`src/ci_pkg.sv`:
```
package ci_pkg;

    typedef logic [31:0] word_t;  // Bus data and memory words
    typedef logic [31:0] addr_t;  // Word address, low bits decoded
    typedef logic [7:0]  byte_t;  // One UART character

    // Host opcodes
    localparam byte_t CMD_WRITE = 8'h57;  // "W"
    localparam byte_t CMD_READ  = 8'h52;  // "R"
    localparam byte_t CMD_START = 8'h53;  // "S"
    localparam byte_t CMD_HOLD  = 8'h48;  // "H"

    // Reply codes
    localparam byte_t RSP_ACK = 8'h06;
    localparam byte_t RSP_NAK = 8'h15;

    typedef enum logic [2:0] {
        CTRL_IDLE,
        CTRL_ADDR,
        CTRL_DATA,
        CTRL_ACCESS,
        CTRL_REPLY
    } ctrl_state_e;

    typedef enum logic [1:0] {
        CORE_READ_CNT,
        CORE_READ_WORD,
        CORE_WRITE_SUM,
        CORE_DONE
    } core_state_e;

endpackage

```
`src/core_bus_if.sv`:
```
`timescale 1ns/1ns

interface core_bus_if import ci_pkg::*; ();

    logic  cyc;
    logic  stb;
    logic  we;     // 1 = write
    addr_t addr;
    word_t wdata;
    word_t rdata;  // Valid together with ack
    logic  ack;

    // Core side
    modport master (output cyc, stb, we, addr, wdata, input rdata, ack);

    // Memory side
    modport slave (input cyc, stb, we, addr, wdata, output rdata, ack);

endinterface

```
`src/checksum_core.sv`:
```
`timescale 1ns/1ns

module checksum_core import ci_pkg::*; #(
    parameter int MEM_WORDS = 64
) (
    input  logic       sys_clk,
    input  logic       rst_n_i,
    input  logic       core_rst_i,
    core_bus_if.master bus
);

    // Words 1..MEM_WORDS-2 are data, the last word takes the sum
    localparam word_t MAX_COUNT = word_t'(MEM_WORDS - 2);
    localparam addr_t SUM_ADDR  = addr_t'(MEM_WORDS - 1);

    core_state_e state_q;
    logic        rst_core_n;
    logic        cyc_q;
    logic        stb_q;
    word_t       count_q;
    addr_t       idx_q;
    word_t       sum_q;

    // Host hold acts like a power-on reset of the core
    assign rst_core_n = rst_n_i & ~core_rst_i;

    assign bus.cyc   = cyc_q;
    assign bus.stb   = stb_q;
    assign bus.we    = (state_q == CORE_WRITE_SUM);
    assign bus.wdata = sum_q;

    always_comb begin
        case (state_q)
            CORE_READ_WORD: bus.addr = idx_q;
            CORE_WRITE_SUM: bus.addr = SUM_ADDR;
            default:        bus.addr = '0;  // Count lives in word 0
        endcase
    end

    always_ff @(posedge sys_clk or negedge rst_core_n) begin
        if (!rst_core_n) begin
            state_q <= CORE_READ_CNT;
            cyc_q   <= 1'b0;
            stb_q   <= 1'b0;
            count_q <= '0;
            idx_q   <= '0;
            sum_q   <= '0;
        end else if (state_q != CORE_DONE) begin
            if (!stb_q) begin
                cyc_q <= 1'b1;
                stb_q <= 1'b1;  // Request for the current state
            end else if (bus.ack) begin
                stb_q <= 1'b0;
                case (state_q)
                    CORE_READ_CNT: begin
                        count_q <= (bus.rdata > MAX_COUNT) ? MAX_COUNT : bus.rdata;
                        idx_q   <= addr_t'(1);
                        if (bus.rdata == '0) begin
                            state_q <= CORE_WRITE_SUM;  // Empty block
                        end else begin
                            state_q <= CORE_READ_WORD;
                        end
                    end
                    CORE_READ_WORD: begin
                        sum_q <= sum_q + bus.rdata;  // Wraps modulo 2^32
                        idx_q <= idx_q + 1;
                        if (idx_q == count_q) begin
                            state_q <= CORE_WRITE_SUM;
                        end
                    end
                    CORE_WRITE_SUM: begin
                        cyc_q   <= 1'b0;
                        state_q <= CORE_DONE;
                    end
                    default: begin
                        state_q <= CORE_DONE;
                    end
                endcase
            end
        end
    end

endmodule

```
`src/ci_controller.sv`:
```
`timescale 1ns/1ns

module ci_controller import ci_pkg::*; #(
    parameter int MEM_WORDS = 64
) (
    input  logic      sys_clk,
    input  logic      rst_n_i,
    input  byte_t     rx_byte_i,
    input  logic      rx_valid_i,
    output byte_t     tx_byte_o,
    output logic      tx_start_o,
    input  logic      tx_busy_i,
    output logic      core_rst_o,
    core_bus_if.slave bus
);

    localparam int AW = $clog2(MEM_WORDS);

    ctrl_state_e   state_q;
    byte_t         opcode_q;
    byte_t         addr_q;
    word_t         data_q;
    logic [1:0]    byte_cnt_q;
    word_t         rsp_word_q;
    logic [1:0]    rsp_left_q;  // Reply bytes after the current one

    word_t         mem [MEM_WORDS];
    logic [AW-1:0] mem_idx;
    word_t         mem_rdata;
    word_t         mem_wdata;
    logic          mem_we;
    logic          host_access;
    logic          send_byte;

    // Host owns the memory port for one cycle, the core waits
    assign host_access = (state_q == CTRL_ACCESS);

    assign bus.ack   = bus.cyc & bus.stb & ~host_access;
    assign mem_idx   = host_access ? AW'(addr_q) : AW'(bus.addr);  // Address wraps
    assign mem_rdata = mem[mem_idx];
    assign bus.rdata = mem_rdata;
    assign mem_we    = host_access ? (opcode_q == CMD_WRITE) : (bus.ack & bus.we);
    assign mem_wdata = host_access ? data_q : bus.wdata;

    // tx_busy rises one cycle late, so skip the cycle of our own strobe
    assign send_byte = (state_q == CTRL_REPLY) && !tx_busy_i && !tx_start_o;

    always_ff @(posedge sys_clk) begin
        if (mem_we) begin
            mem[mem_idx] <= mem_wdata;
        end
    end

    always_ff @(posedge sys_clk or negedge rst_n_i) begin
        if (!rst_n_i) begin
            state_q    <= CTRL_IDLE;
            byte_cnt_q <= '0;
            rsp_left_q <= '0;
            tx_start_o <= 1'b0;
            core_rst_o <= 1'b1;  // Core held until the first S
        end else begin
            tx_start_o <= send_byte;
            case (state_q)
                CTRL_IDLE: begin
                    if (rx_valid_i) begin
                        if (rx_byte_i == CMD_WRITE || rx_byte_i == CMD_READ) begin
                            state_q <= CTRL_ADDR;
                        end else begin
                            state_q <= CTRL_ACCESS;  // No operands
                        end
                    end
                end
                CTRL_ADDR: begin
                    if (rx_valid_i) begin
                        byte_cnt_q <= '0;
                        state_q    <= (opcode_q == CMD_WRITE) ? CTRL_DATA : CTRL_ACCESS;
                    end
                end
                CTRL_DATA: begin
                    if (rx_valid_i) begin
                        byte_cnt_q <= byte_cnt_q + 2'd1;
                        if (byte_cnt_q == 2'd3) begin
                            state_q <= CTRL_ACCESS;
                        end
                    end
                end
                CTRL_ACCESS: begin
                    rsp_left_q <= (opcode_q == CMD_READ) ? 2'd3 : 2'd0;
                    if (opcode_q == CMD_START) begin
                        core_rst_o <= 1'b0;
                    end
                    if (opcode_q == CMD_HOLD) begin
                        core_rst_o <= 1'b1;
                    end
                    state_q <= CTRL_REPLY;
                end
                CTRL_REPLY: begin
                    if (send_byte) begin
                        rsp_left_q <= rsp_left_q - 2'd1;
                        if (rsp_left_q == 2'd0) begin
                            state_q <= CTRL_IDLE;
                        end
                    end
                end
                default: begin
                    state_q <= CTRL_IDLE;
                end
            endcase
        end
    end

    // Command operands and reply data
    always_ff @(posedge sys_clk) begin
        if (rx_valid_i) begin
            if (state_q == CTRL_IDLE) begin
                opcode_q <= rx_byte_i;
            end
            if (state_q == CTRL_ADDR) begin
                addr_q <= rx_byte_i;
            end
            if (state_q == CTRL_DATA) begin
                data_q <= {rx_byte_i, data_q[31:8]};  // LSB first
            end
        end
        if (host_access) begin
            case (opcode_q)
                CMD_READ: begin
                    rsp_word_q <= mem_rdata;
                end
                CMD_WRITE, CMD_START, CMD_HOLD: begin
                    rsp_word_q <= {24'h0, RSP_ACK};
                end
                default: begin
                    rsp_word_q <= {24'h0, RSP_NAK};
                end
            endcase
        end else if (send_byte) begin
            tx_byte_o  <= rsp_word_q[7:0];
            rsp_word_q <= rsp_word_q >> 8;
        end
    end

endmodule

```
`src/processorci_top.sv`:
```
`timescale 1ns/1ns

module processorci_top import ci_pkg::*; #(
    parameter int CLKS_PER_BIT = 8,
    parameter int MEM_WORDS    = 64
) (
    input  logic sys_clk,
    input  logic rst_n_i,
    input  logic rx_i,
    output logic tx_o
);

    byte_t rx_byte;
    logic  rx_valid;
    byte_t tx_byte;
    logic  tx_start;
    logic  tx_busy;
    logic  core_rst;

    core_bus_if core_bus ();

    // Host side
    uart_rx #(
        .CLKS_PER_BIT (CLKS_PER_BIT)
    ) u_uart_rx (
        .sys_clk    (sys_clk),
        .rst_n_i    (rst_n_i),
        .rx_i       (rx_i),
        .rx_byte_o  (rx_byte),
        .rx_valid_o (rx_valid)
    );

    ci_controller #(
        .MEM_WORDS (MEM_WORDS)
    ) u_ci_controller (
        .sys_clk    (sys_clk),
        .rst_n_i    (rst_n_i),
        .rx_byte_i  (rx_byte),
        .rx_valid_i (rx_valid),
        .tx_byte_o  (tx_byte),
        .tx_start_o (tx_start),
        .tx_busy_i  (tx_busy),
        .core_rst_o (core_rst),
        .bus        (core_bus.slave)
    );

    // Core space
    checksum_core #(
        .MEM_WORDS (MEM_WORDS)
    ) u_checksum_core (
        .sys_clk    (sys_clk),
        .rst_n_i    (rst_n_i),
        .core_rst_i (core_rst),
        .bus        (core_bus.master)
    );

    uart_tx #(
        .CLKS_PER_BIT (CLKS_PER_BIT)
    ) u_uart_tx (
        .sys_clk    (sys_clk),
        .rst_n_i    (rst_n_i),
        .tx_start_i (tx_start),
        .tx_byte_i  (tx_byte),
        .tx_o       (tx_o),
        .tx_busy_o  (tx_busy)
    );

endmodule

```
`src/uart_rx.sv`:
```
`timescale 1ns/1ns

module uart_rx import ci_pkg::*; #(
    parameter int CLKS_PER_BIT = 8
) (
    input  logic  sys_clk,
    input  logic  rst_n_i,
    input  logic  rx_i,
    output byte_t rx_byte_o,
    output logic  rx_valid_o
);

    localparam int CW = $clog2(CLKS_PER_BIT);

    logic          rx_meta_q;
    logic          rx_sync_q;
    logic          rx_prev_q;
    logic          active_q;
    logic [CW-1:0] clk_cnt_q;
    logic [3:0]    bit_idx_q;  // 0 start, 1..8 data, 9 stop
    logic          sample;
    byte_t         data_q;

    assign sample    = active_q && (clk_cnt_q == '0);
    assign rx_byte_o = data_q;

    always_ff @(posedge sys_clk or negedge rst_n_i) begin
        if (!rst_n_i) begin
            rx_meta_q  <= 1'b1;  // Line idles high
            rx_sync_q  <= 1'b1;
            rx_prev_q  <= 1'b1;
            active_q   <= 1'b0;
            clk_cnt_q  <= '0;
            bit_idx_q  <= '0;
            rx_valid_o <= 1'b0;
        end else begin
            rx_meta_q  <= rx_i;
            rx_sync_q  <= rx_meta_q;
            rx_prev_q  <= rx_sync_q;
            rx_valid_o <= 1'b0;
            if (!active_q) begin
                if (rx_prev_q && !rx_sync_q) begin
                    // Falling edge, wait half a bit to reach the centre
                    active_q  <= 1'b1;
                    clk_cnt_q <= CW'(CLKS_PER_BIT / 2 - 1);
                    bit_idx_q <= '0;
                end
            end else if (sample) begin
                clk_cnt_q <= CW'(CLKS_PER_BIT - 1);
                bit_idx_q <= bit_idx_q + 4'd1;
                if (bit_idx_q == 4'd0 && rx_sync_q) begin
                    active_q <= 1'b0;  // Glitch, not a real start bit
                end else if (bit_idx_q == 4'd9) begin
                    active_q   <= 1'b0;
                    rx_valid_o <= rx_sync_q;  // Framing error drops the byte
                end
            end else begin
                clk_cnt_q <= clk_cnt_q - 1'b1;
            end
        end
    end

    // LSB arrives first
    always_ff @(posedge sys_clk) begin
        if (sample && bit_idx_q >= 4'd1 && bit_idx_q <= 4'd8) begin
            data_q <= {rx_sync_q, data_q[7:1]};
        end
    end

endmodule

```
`src/uart_tx.sv`:
```
`timescale 1ns/1ns

module uart_tx import ci_pkg::*; #(
    parameter int CLKS_PER_BIT = 8
) (
    input  logic  sys_clk,
    input  logic  rst_n_i,
    input  logic  tx_start_i,
    input  byte_t tx_byte_i,
    output logic  tx_o,
    output logic  tx_busy_o
);

    localparam int CW = $clog2(CLKS_PER_BIT);

    logic [9:0]    frame_q;    // Stop, data, start
    logic [CW-1:0] clk_cnt_q;
    logic [3:0]    bit_cnt_q;
    logic          bit_end;

    assign bit_end = tx_busy_o && (clk_cnt_q == '0);
    assign tx_o    = tx_busy_o ? frame_q[0] : 1'b1;

    always_ff @(posedge sys_clk or negedge rst_n_i) begin
        if (!rst_n_i) begin
            tx_busy_o <= 1'b0;
            clk_cnt_q <= '0;
            bit_cnt_q <= '0;
        end else if (!tx_busy_o) begin
            if (tx_start_i) begin
                tx_busy_o <= 1'b1;
                clk_cnt_q <= CW'(CLKS_PER_BIT - 1);
                bit_cnt_q <= '0;
            end
        end else if (bit_end) begin
            clk_cnt_q <= CW'(CLKS_PER_BIT - 1);
            if (bit_cnt_q == 4'd9) begin
                tx_busy_o <= 1'b0;  // Stop bit done
            end else begin
                bit_cnt_q <= bit_cnt_q + 4'd1;
            end
        end else begin
            clk_cnt_q <= clk_cnt_q - 1'b1;
        end
    end

    always_ff @(posedge sys_clk) begin
        if (!tx_busy_o && tx_start_i) begin
            frame_q <= {1'b1, tx_byte_i, 1'b0};
        end else if (bit_end) begin
            frame_q <= {1'b1, frame_q[9:1]};
        end
    end

endmodule

```
`config.mk`:
```
export PLATFORM = sky130hd
export DESIGN_NAME = processorci_top
export DESIGN_NICKNAME = d
export VERILOG_FILES = /design/src/ci_pkg.sv /design/src/core_bus_if.sv /design/src/checksum_core.sv /design/src/ci_controller.sv /design/src/processorci_top.sv /design/src/uart_rx.sv /design/src/uart_tx.sv
export SDC_FILE = /design/constraint.sdc
export NUM_CORES = 2
export LEC_CHECK = 0
export ABC_AREA = 1
export BUFFER_PORTS_ARGS = -buffer_cell sky130_fd_sc_hd__clkbuf_2
export CAP_MARGIN = 20
export CORE_ASPECT_RATIO = 1.25
export CORE_MARGIN = 2
export CORE_UTILIZATION = 30
export CTS_BUF_LIST = sky130_fd_sc_hd__clkbuf_4
export DETAILED_ROUTE_END_ITERATION = 8
export HOLD_SLACK_MARGIN = 0.02
export PLACE_DENSITY = 0.49
export REMOVE_ABC_BUFFERS = 1
export SYNTH_ARGS = -nofsm -noshare
export SYNTH_HDL_FRONTEND = slang
export SYNTH_SLANG_ARGS = --single-unit
export TNS_END_PERCENT = 20
```
`constraint.sdc`:
```
create_clock -name sys_clk -period 5.8 [get_ports sys_clk]
set_clock_uncertainty 0.05 [all_clocks]
set_input_delay 0 -clock sys_clk [delete_from_list [all_inputs] [get_ports sys_clk]]
set_output_delay 0 -clock sys_clk [all_outputs]
set_load 0.01 [all_outputs]
```
# Word-level counts from Yosys, hierarchy flattened

Memory sizes are Yosys's and may differ from the RTL's.
Index checks and enable logic that the tools add are counted.

Order comparisons: 3
$add $sub $neg: 8
Eq/ne operators: 29
Reduce and logical (&&, ||, !) cells: 44
Multiplexer cells: 65
Bitwise gates (word level): 6

Operators with widths:

| operator                | count |
|---|---|
| $mux W32                | 4 |
| $pmux W32 S2            | 2 |
| $eq A8 B7 Y1 const B    | 6 |
| $mux W3                 | 12 |
| $add A32 B1 Y32 const B | 1 |
| $add A32 B32 Y32        | 1 |
| $eq A32 B32 Y1          | 1 |
| $gt A32 B6 Y1 const B   | 1 |
| $logic_not A32 Y1       | 1 |
| $mux W4                 | 7 |
| $mux W1                 | 25 |
| $ne A2 B2 Y1 const B    | 10 |
| $mux W9                 | 2 |
| $reduce_and A4 Y1       | 4 |
| $reduce_bool A2 Y1      | 8 |
| $pmux W3 S5             | 1 |
| $mux W2                 | 7 |
| $reduce_and A2 Y1       | 7 |
| $pmux W2 S2             | 3 |
| $pmux W6 S2             | 1 |
| $logic_and A1 B1 Y1     | 9 |
| $logic_not A3 Y1        | 3 |
| $reduce_and A3 Y1       | 3 |
| $add A4 B1 Y4 const B   | 2 |
| 21 further kinds        | 34 |

Input bits: 3
Bits in writable memories: 2048
Logic and storage cells: 185
Register bits after elaboration: 232
Memories: 1
Output and inout bits: 1

Memory list:

| name                | depth | bits a word | read ports | clocked after memory_dff | wr ports | RTL line            | text |
|---|---|---|---|---|---|---|---|
| u_ci_controller.mem | 64    | 32          | 1          | 0                        | 1        | ci_controller.sv:27 | `word_t mem [MEM_WORDS];` |

# Logic depth before layout (Yosys ltp)

Depth after elaboration: 7
Depth in mapped cells: 35
Mapped depth without buffers: 33

# Cells and area by module

A second synthesis with hierarchy kept.

Cells, all modules: 9346
Area, all modules: 97775.0 µm²

Modules (own cells, without submodules):

| module        | cells each | area an instance (µm²) | seq. area each (µm²) | times used |
|---|---|---|---|---|
| ci_controller | 7927       | 88154.5                | 64307.9              | 1 |
| checksum_core | 1254       | 7912.6                 | 2502.4               | 1 |
| uart_tx       | 91         | 868.3                  | 460.4                | 1 |
| uart_rx       | 74         | 839.6                  | 544.3                | 1 |

# Worst setup path before layout

No wires, ideal clock.

Kind: register -> register
From: register u_checksum_core.state_q[0]
To: memory u_ci_controller.mem[55][0] (netlist bit) (enable)
Setup time: 0.502 ns
Stages on the path, launching flop included: 11
Required time: 5.248 ns
Slack: 0.247 ns
Arrival: 5.002 ns
Path buffers: 1
Cells stage by stage: dfrtp_1 -> inv_1 -> ha_1 -> inv_1 -> nor2_4 -> a22oi_4 -> inv_4 -> nor3_4 -> buf_4 -> nand2_1 -> nor4_1

Longest elaborated chain between the ends: 5
Elaborated cells between the ends (all ways): 8
Classes of those cells: 2 x eq/ne; 5 x mux; 1 x bitwise

RTL lines:

| item                          | RTL line                                 | text |
|---|---|---|
| start, declared               | checksum_core.sv:16                      | `core_state_e state_q;` |
| start signal, assigned        | checksum_core.sv:42                      | `state_q <= CORE_READ_CNT;` |
| start signal, assigned        | checksum_core.sv:59                      | `state_q <= CORE_WRITE_SUM;` |
| start signal, assigned        | checksum_core.sv:61                      | `state_q <= CORE_READ_WORD;` |
| $eq A2 B2 Y1                  | checksum_core.sv:29, checksum_core.sv:33 |  |
| $and A1 B1 Y1                 | ci_controller.sv:42                      | `assign mem_we = host_access ? (opcode_q == CMD_WRITE) : (bus.ack & bus.we);` |
| $mux W1                       | ci_controller.sv:42                      |  |
| $mux W1                       | ci_controller.sv:49                      | `if (mem_we) begin` |
| $mux W1 (not written as such) | ci_controller.sv:50                      | `mem[mem_idx] <= mem_wdata;` |
| end, declared                 | ci_controller.sv:27                      |  |

Several ways; a longest one is shown, not always the timed one.

# Final worst setup path

From: register u_checksum_core.state_q[1]
To: register u_checksum_core.sum_q[24], in the netlist u_checksum_core.bus.wdata[24]

Longest elaborated chain between the ends: 5
Elaborated cells between the ends (all ways): 8
Classes of those cells: 1 x add/sub; 3 x eq/ne; 2 x mux; 1 x reduce/logical; 1 x memory

RTL lines:

| item                                                | RTL line                                 | text |
|---|---|---|
| $eq A2 B2 Y1 / $eq A2 B1 Y1 (equally long branches) | checksum_core.sv:33, checksum_core.sv:54 |  |
| $pmux W6 S2                                         | checksum_core.sv:33                      | `case (state_q)` |
| $mux W6                                             | ci_controller.sv:39                      | `assign mem_idx = host_access ? AW'(addr_q) : AW'(bus.addr);` |
| $mem_v2 Z64 W32                                     | n/a                                      |  |
| $add A32 B32 Y32                                    | checksum_core.sv:65                      | `sum_q <= sum_q + bus.rdata;` |
| end signal, assigned                                | checksum_core.sv:65                      |  |
| end, declared                                       | checksum_core.sv:22                      | `word_t sum_q;` |

Several ways; a longest one is shown, not always the timed one.
A chain may end at the register's enable or synchronous reset.

==> results.py <==
metrics = {
    "sta": {
        "fin_hold_ws_ns": 0.309,
        "drv_slew": 0,
        "rsz0062_at_grt": "yes",
        "setup_viol": 0,
        "fin_crit_sh": 0.968,
        "setup_ws_ns": 0.184,
        "fmax_ghz": 0.178,
        "timing.slew.headroom": 0.230,
        "tightest_slew_ns": 1.15,
        "finalHoldViolCount": 0,
        "min_period_ns": 5.62,
    },
    "final_layout": {
        "final_common_cell": "nand2_1",
        "drive_gt1_frac": 0.142,
        "area_delta_synth_final_pct": 16.3,
        "stdcell_count": 15400,
        "fin_nets": 10600,
        "final_core_util": 0.351,
        "n_fill_cell": 33300,
        "final_cell_mix": "4206 x nand2_1, 2150 x edfxtp_1, 1169 x inv_1, 852 x clkbuf_4, 604 x nor2_1",
    },
    "critical_path": {
        "worstSetupPathType": "reg -> reg",
        "cp-start-kind": "flop",
        "required_ns": 6.98,
        "path_max_fanout": 43,
        "cp_slowest_cell": "dfrtp_1",
        "crit_top_cell": "nand2_1",
        "cp-end-kind": "flop",
        "cp.arrival_ns": 6.79,
        "critical-path-max-stage-delay_ns": 0.41,
    },
    "detailed_routing": {
        "via_count": 71600,
        "postRouteAntennaNets": 0,
        "drc": 0,
        "routedWlPerCell_um": 22.0,
        "drt-initial-drc-count": 6182,
        "first_pass_iters": 8,
        "totalWireLength_mm": 339,
        "vias_per_cell": 4.65,
    },
    "synthesis": {
        "ys_ff_latch": 2280,
        "ys_types": 59,
        "async_reset_ff_frac": 0.0566,
        "synth_area_mm2": 0.0998,
        "synth_seq_area_share": 0.679,
        "synth_enable_flop_cells": 2150,
        "synthCells": 9971,
        "synthFlopType": "edfxtp_1",
        "synth_warnings": 0,
        "synth_area_per_cell_um2": 10.0,
    },
    "placement": {
        "dp_hpwl_mm": 208,
        "pre_cts_ws_ns": -0.556,
        "dp_cells": 14400,
        "port_buffers": 3,
        "gp_congestion": 0.910,
    },
    "worst_hold_path": {
        "holdCritPathClass": "in -> reg",
    },
    "power": {
        "switchingPower_uw": 7400,
        "switching_share": 0.225,
        "powerDensity_mw_per_mm2": 283,
        "leakagePower_uw": 0.0478,
        "p_seq_frac": 0.549,
        "peakVddDrop_mv": 0.174,
        "power_frac_comb": 0.022,
        "power_uw": 32900,
        "internal_power_uw": 25500,
        "p_clk_frac": 0.429,
    },
    "floorplanning": {
        "die_height_um": 649,
        "core_mm2": 0.331,
        "start_util": 0.302,
        "dieArea_mm2": 0.337,
        "dieWidth_um": 520,
        "row_count": 236,
        "pin_count": 4,
    },
    "cts": {
        "h-tree-depth": 6,
        "cts_buffers": 591,
        "cts-root-buf": "clkbuf_4",
        "clock_latency_ns": 1.40,
        "cts_tree": "done",
        "cts_max_path_buffers": 4,
        "clock_sinks": 2280,
        "path_clk_slew_ns": 0.07,
    },
    "grt": {
        "gr-total-overflow": 0,
        "grt_usage": 0.196,
        "grt_pass1_wl_mm": 485,
        "grt_max_degree": 87,
        "antenna_found_initial": 25,
        "first_global_vias": 70000,
    },
    "run": {
        "cap_violations": 0,
    },
    "run_status": {
        "status": "completed",
    },
}
worst paths after layout:
path	start	slack (ns)	cells past startpoint	endpoint
worst max-delay path	u_checksum_core.state_q[1]	0.18	33	u_checksum_core.bus.wdata[24]
worst min-delay path	rx_i	0.31	4	u_uart_rx.rx_meta_q
worst max register to register	u_checksum_core.state_q[1]	0.18	33	u_checksum_core.bus.wdata[24]
worst min register to register	u_uart_rx.rx_meta_q	0.32	0	u_uart_rx.rx_sync_q
max in group asynchronous	rst_n_i	3.51	9	u_checksum_core.count_q[12]
min in group asynchronous	u_ci_controller.core_rst_o	0.37	2	u_checksum_core.bus.wdata[6]
power groups by stage:
| stage | clock network [µW] | registers, µW | logic [µW] |
|---|---|---|---|
| global placement | 0 | 18400 | 688 |
| finish | 14100 | 18100 | 712 |
| floorplan | 0 | 18400 | 346 |
| CTS | 14500 | 18100 | 715 |
| detailed placement | 0 | 18400 | 708 |
| global route | 15300 | 18100 | 771 |
cell type report:
cell class	count	area [µm²]	area share
sequential	2280	67800	0.584
multi-input combinational	6063	26400	0.227
clock buffer	852	6400	0.0551
tap	4403	5510	0.0474
timing repair buffer	452	4530	0.0390
inverter	1185	4450	0.0383
clock inverter	157	1020	0.00880
antenna	13	32.5	0.000280
critical path, delay by kind of cell (launching register included):
family	cells	cell delay, ns
buffers and inverters	7	1.15
and+or+nand+nor	15	1.75
AOI/OAI and AO/OA	8	1.20
DFF	1	0.41
adders and majority gates	2	0.55
xor gates and xnor gates	1	0.27
cells in the mapped netlist, drive strengths merged, types with 3 or more instances:
library cell,n,area share
a22o,7,0.00061
o21ai,430,0.022
or2,10,0.00063
nor2,700,0.027
a21oi,66,0.0033
a211oi,3,0.00023
nor3,19,0.0015
xor2,27,0.0024
ha,49,0.0061
nor4,14,0.00088
buf,290,0.015
a21o,5,0.00038
clkbuf,154,0.0058
a31oi,11,0.00069
o211ai,105,0.0079
a21boi,6,0.00045
a22oi,4,0.00071
nand4,22,0.0014
o21a,3,0.00023
o31ai,3,0.00023
inv,1182,0.044
nand3b,26,0.0020
nand3,255,0.013
clkinv,3,0.00013
edfxtp,2150,0.65
nand2,4251,0.16
dfrtp,125,0.031
xnor2,29,0.0025
dfstp,4,0.0011
flip-flops by register name, summed over array words and instances (netlist names), 2 cells and up:
name / cells
u_ci_controller.mem: 2048
u_checksum_core.bus.wdata: 32
u_checksum_core.count_q: 32
u_checksum_core.idx_q: 32
u_ci_controller.data_q: 32
u_ci_controller.rsp_word_q: 32
u_uart_tx.frame_q: 9
u_ci_controller.opcode_q: 8
u_ci_controller.tx_byte_o: 8
u_uart_rx.rx_byte_o: 8
u_ci_controller.addr_q: 6
u_uart_rx.bit_idx_q: 4
u_uart_tx.bit_cnt_q: 4
u_ci_controller.state_q: 3
u_uart_rx.clk_cnt_q: 3
u_uart_tx.clk_cnt_q: 3
u_checksum_core.state_q: 2
u_ci_controller.byte_cnt_q: 2
u_ci_controller.rsp_left_q: 2
cell families (layout without fill, tap and decap cells):
group | count (synthesis) | in the layout | share of synthesized area
AOI/OAI and AO/OA | 655 | 655 | 0.0373
xor gates and xnor gates | 56 | 56 | 0.00491
DFF | 2280 | 2280 | 0.679
adders and majority gates | 50 | 50 | 0.00634
other | 0 | 13 | 0
and+or+nand+nor | 5301 | 5302 | 0.207
buffers and inverters | 1629 | 2646 | 0.0656
metal layers:
metal,share of wire,global-route usage,up-vias
met5,0.00016,0,-
met4,0.054,0.103,6
met3,0.057,0.0303,619
met2,0.48,0.328,2367
met1,0.41,0.243,35000
li1,-,-,33600
repair_timing:
item	in CTS	in global routing
buffers inserted	6	8
gates resized for setup	16	38
cloned	2	2
endpoints found under the hold margin	130	0
hold buffers	8	0
pin swaps	2	6
setup endpoints to repair	19	15
through the flow:
| step | setup TNS (ns) | cell area (µm²) |
|---|---|---|
| 2_1_floorplan | - | 97700 |
| 3_3_place_gp | -3.61 | 108000 |
| 3_5_place_dp | -4.99 | 108000 |
| 4_1_cts | 0 | 116000 |
| 5_1_grt | -0.0349 | 116000 |
| 6_report | 0 | 116000 |
Note: power is estimated with default switching activity, not from simulation.
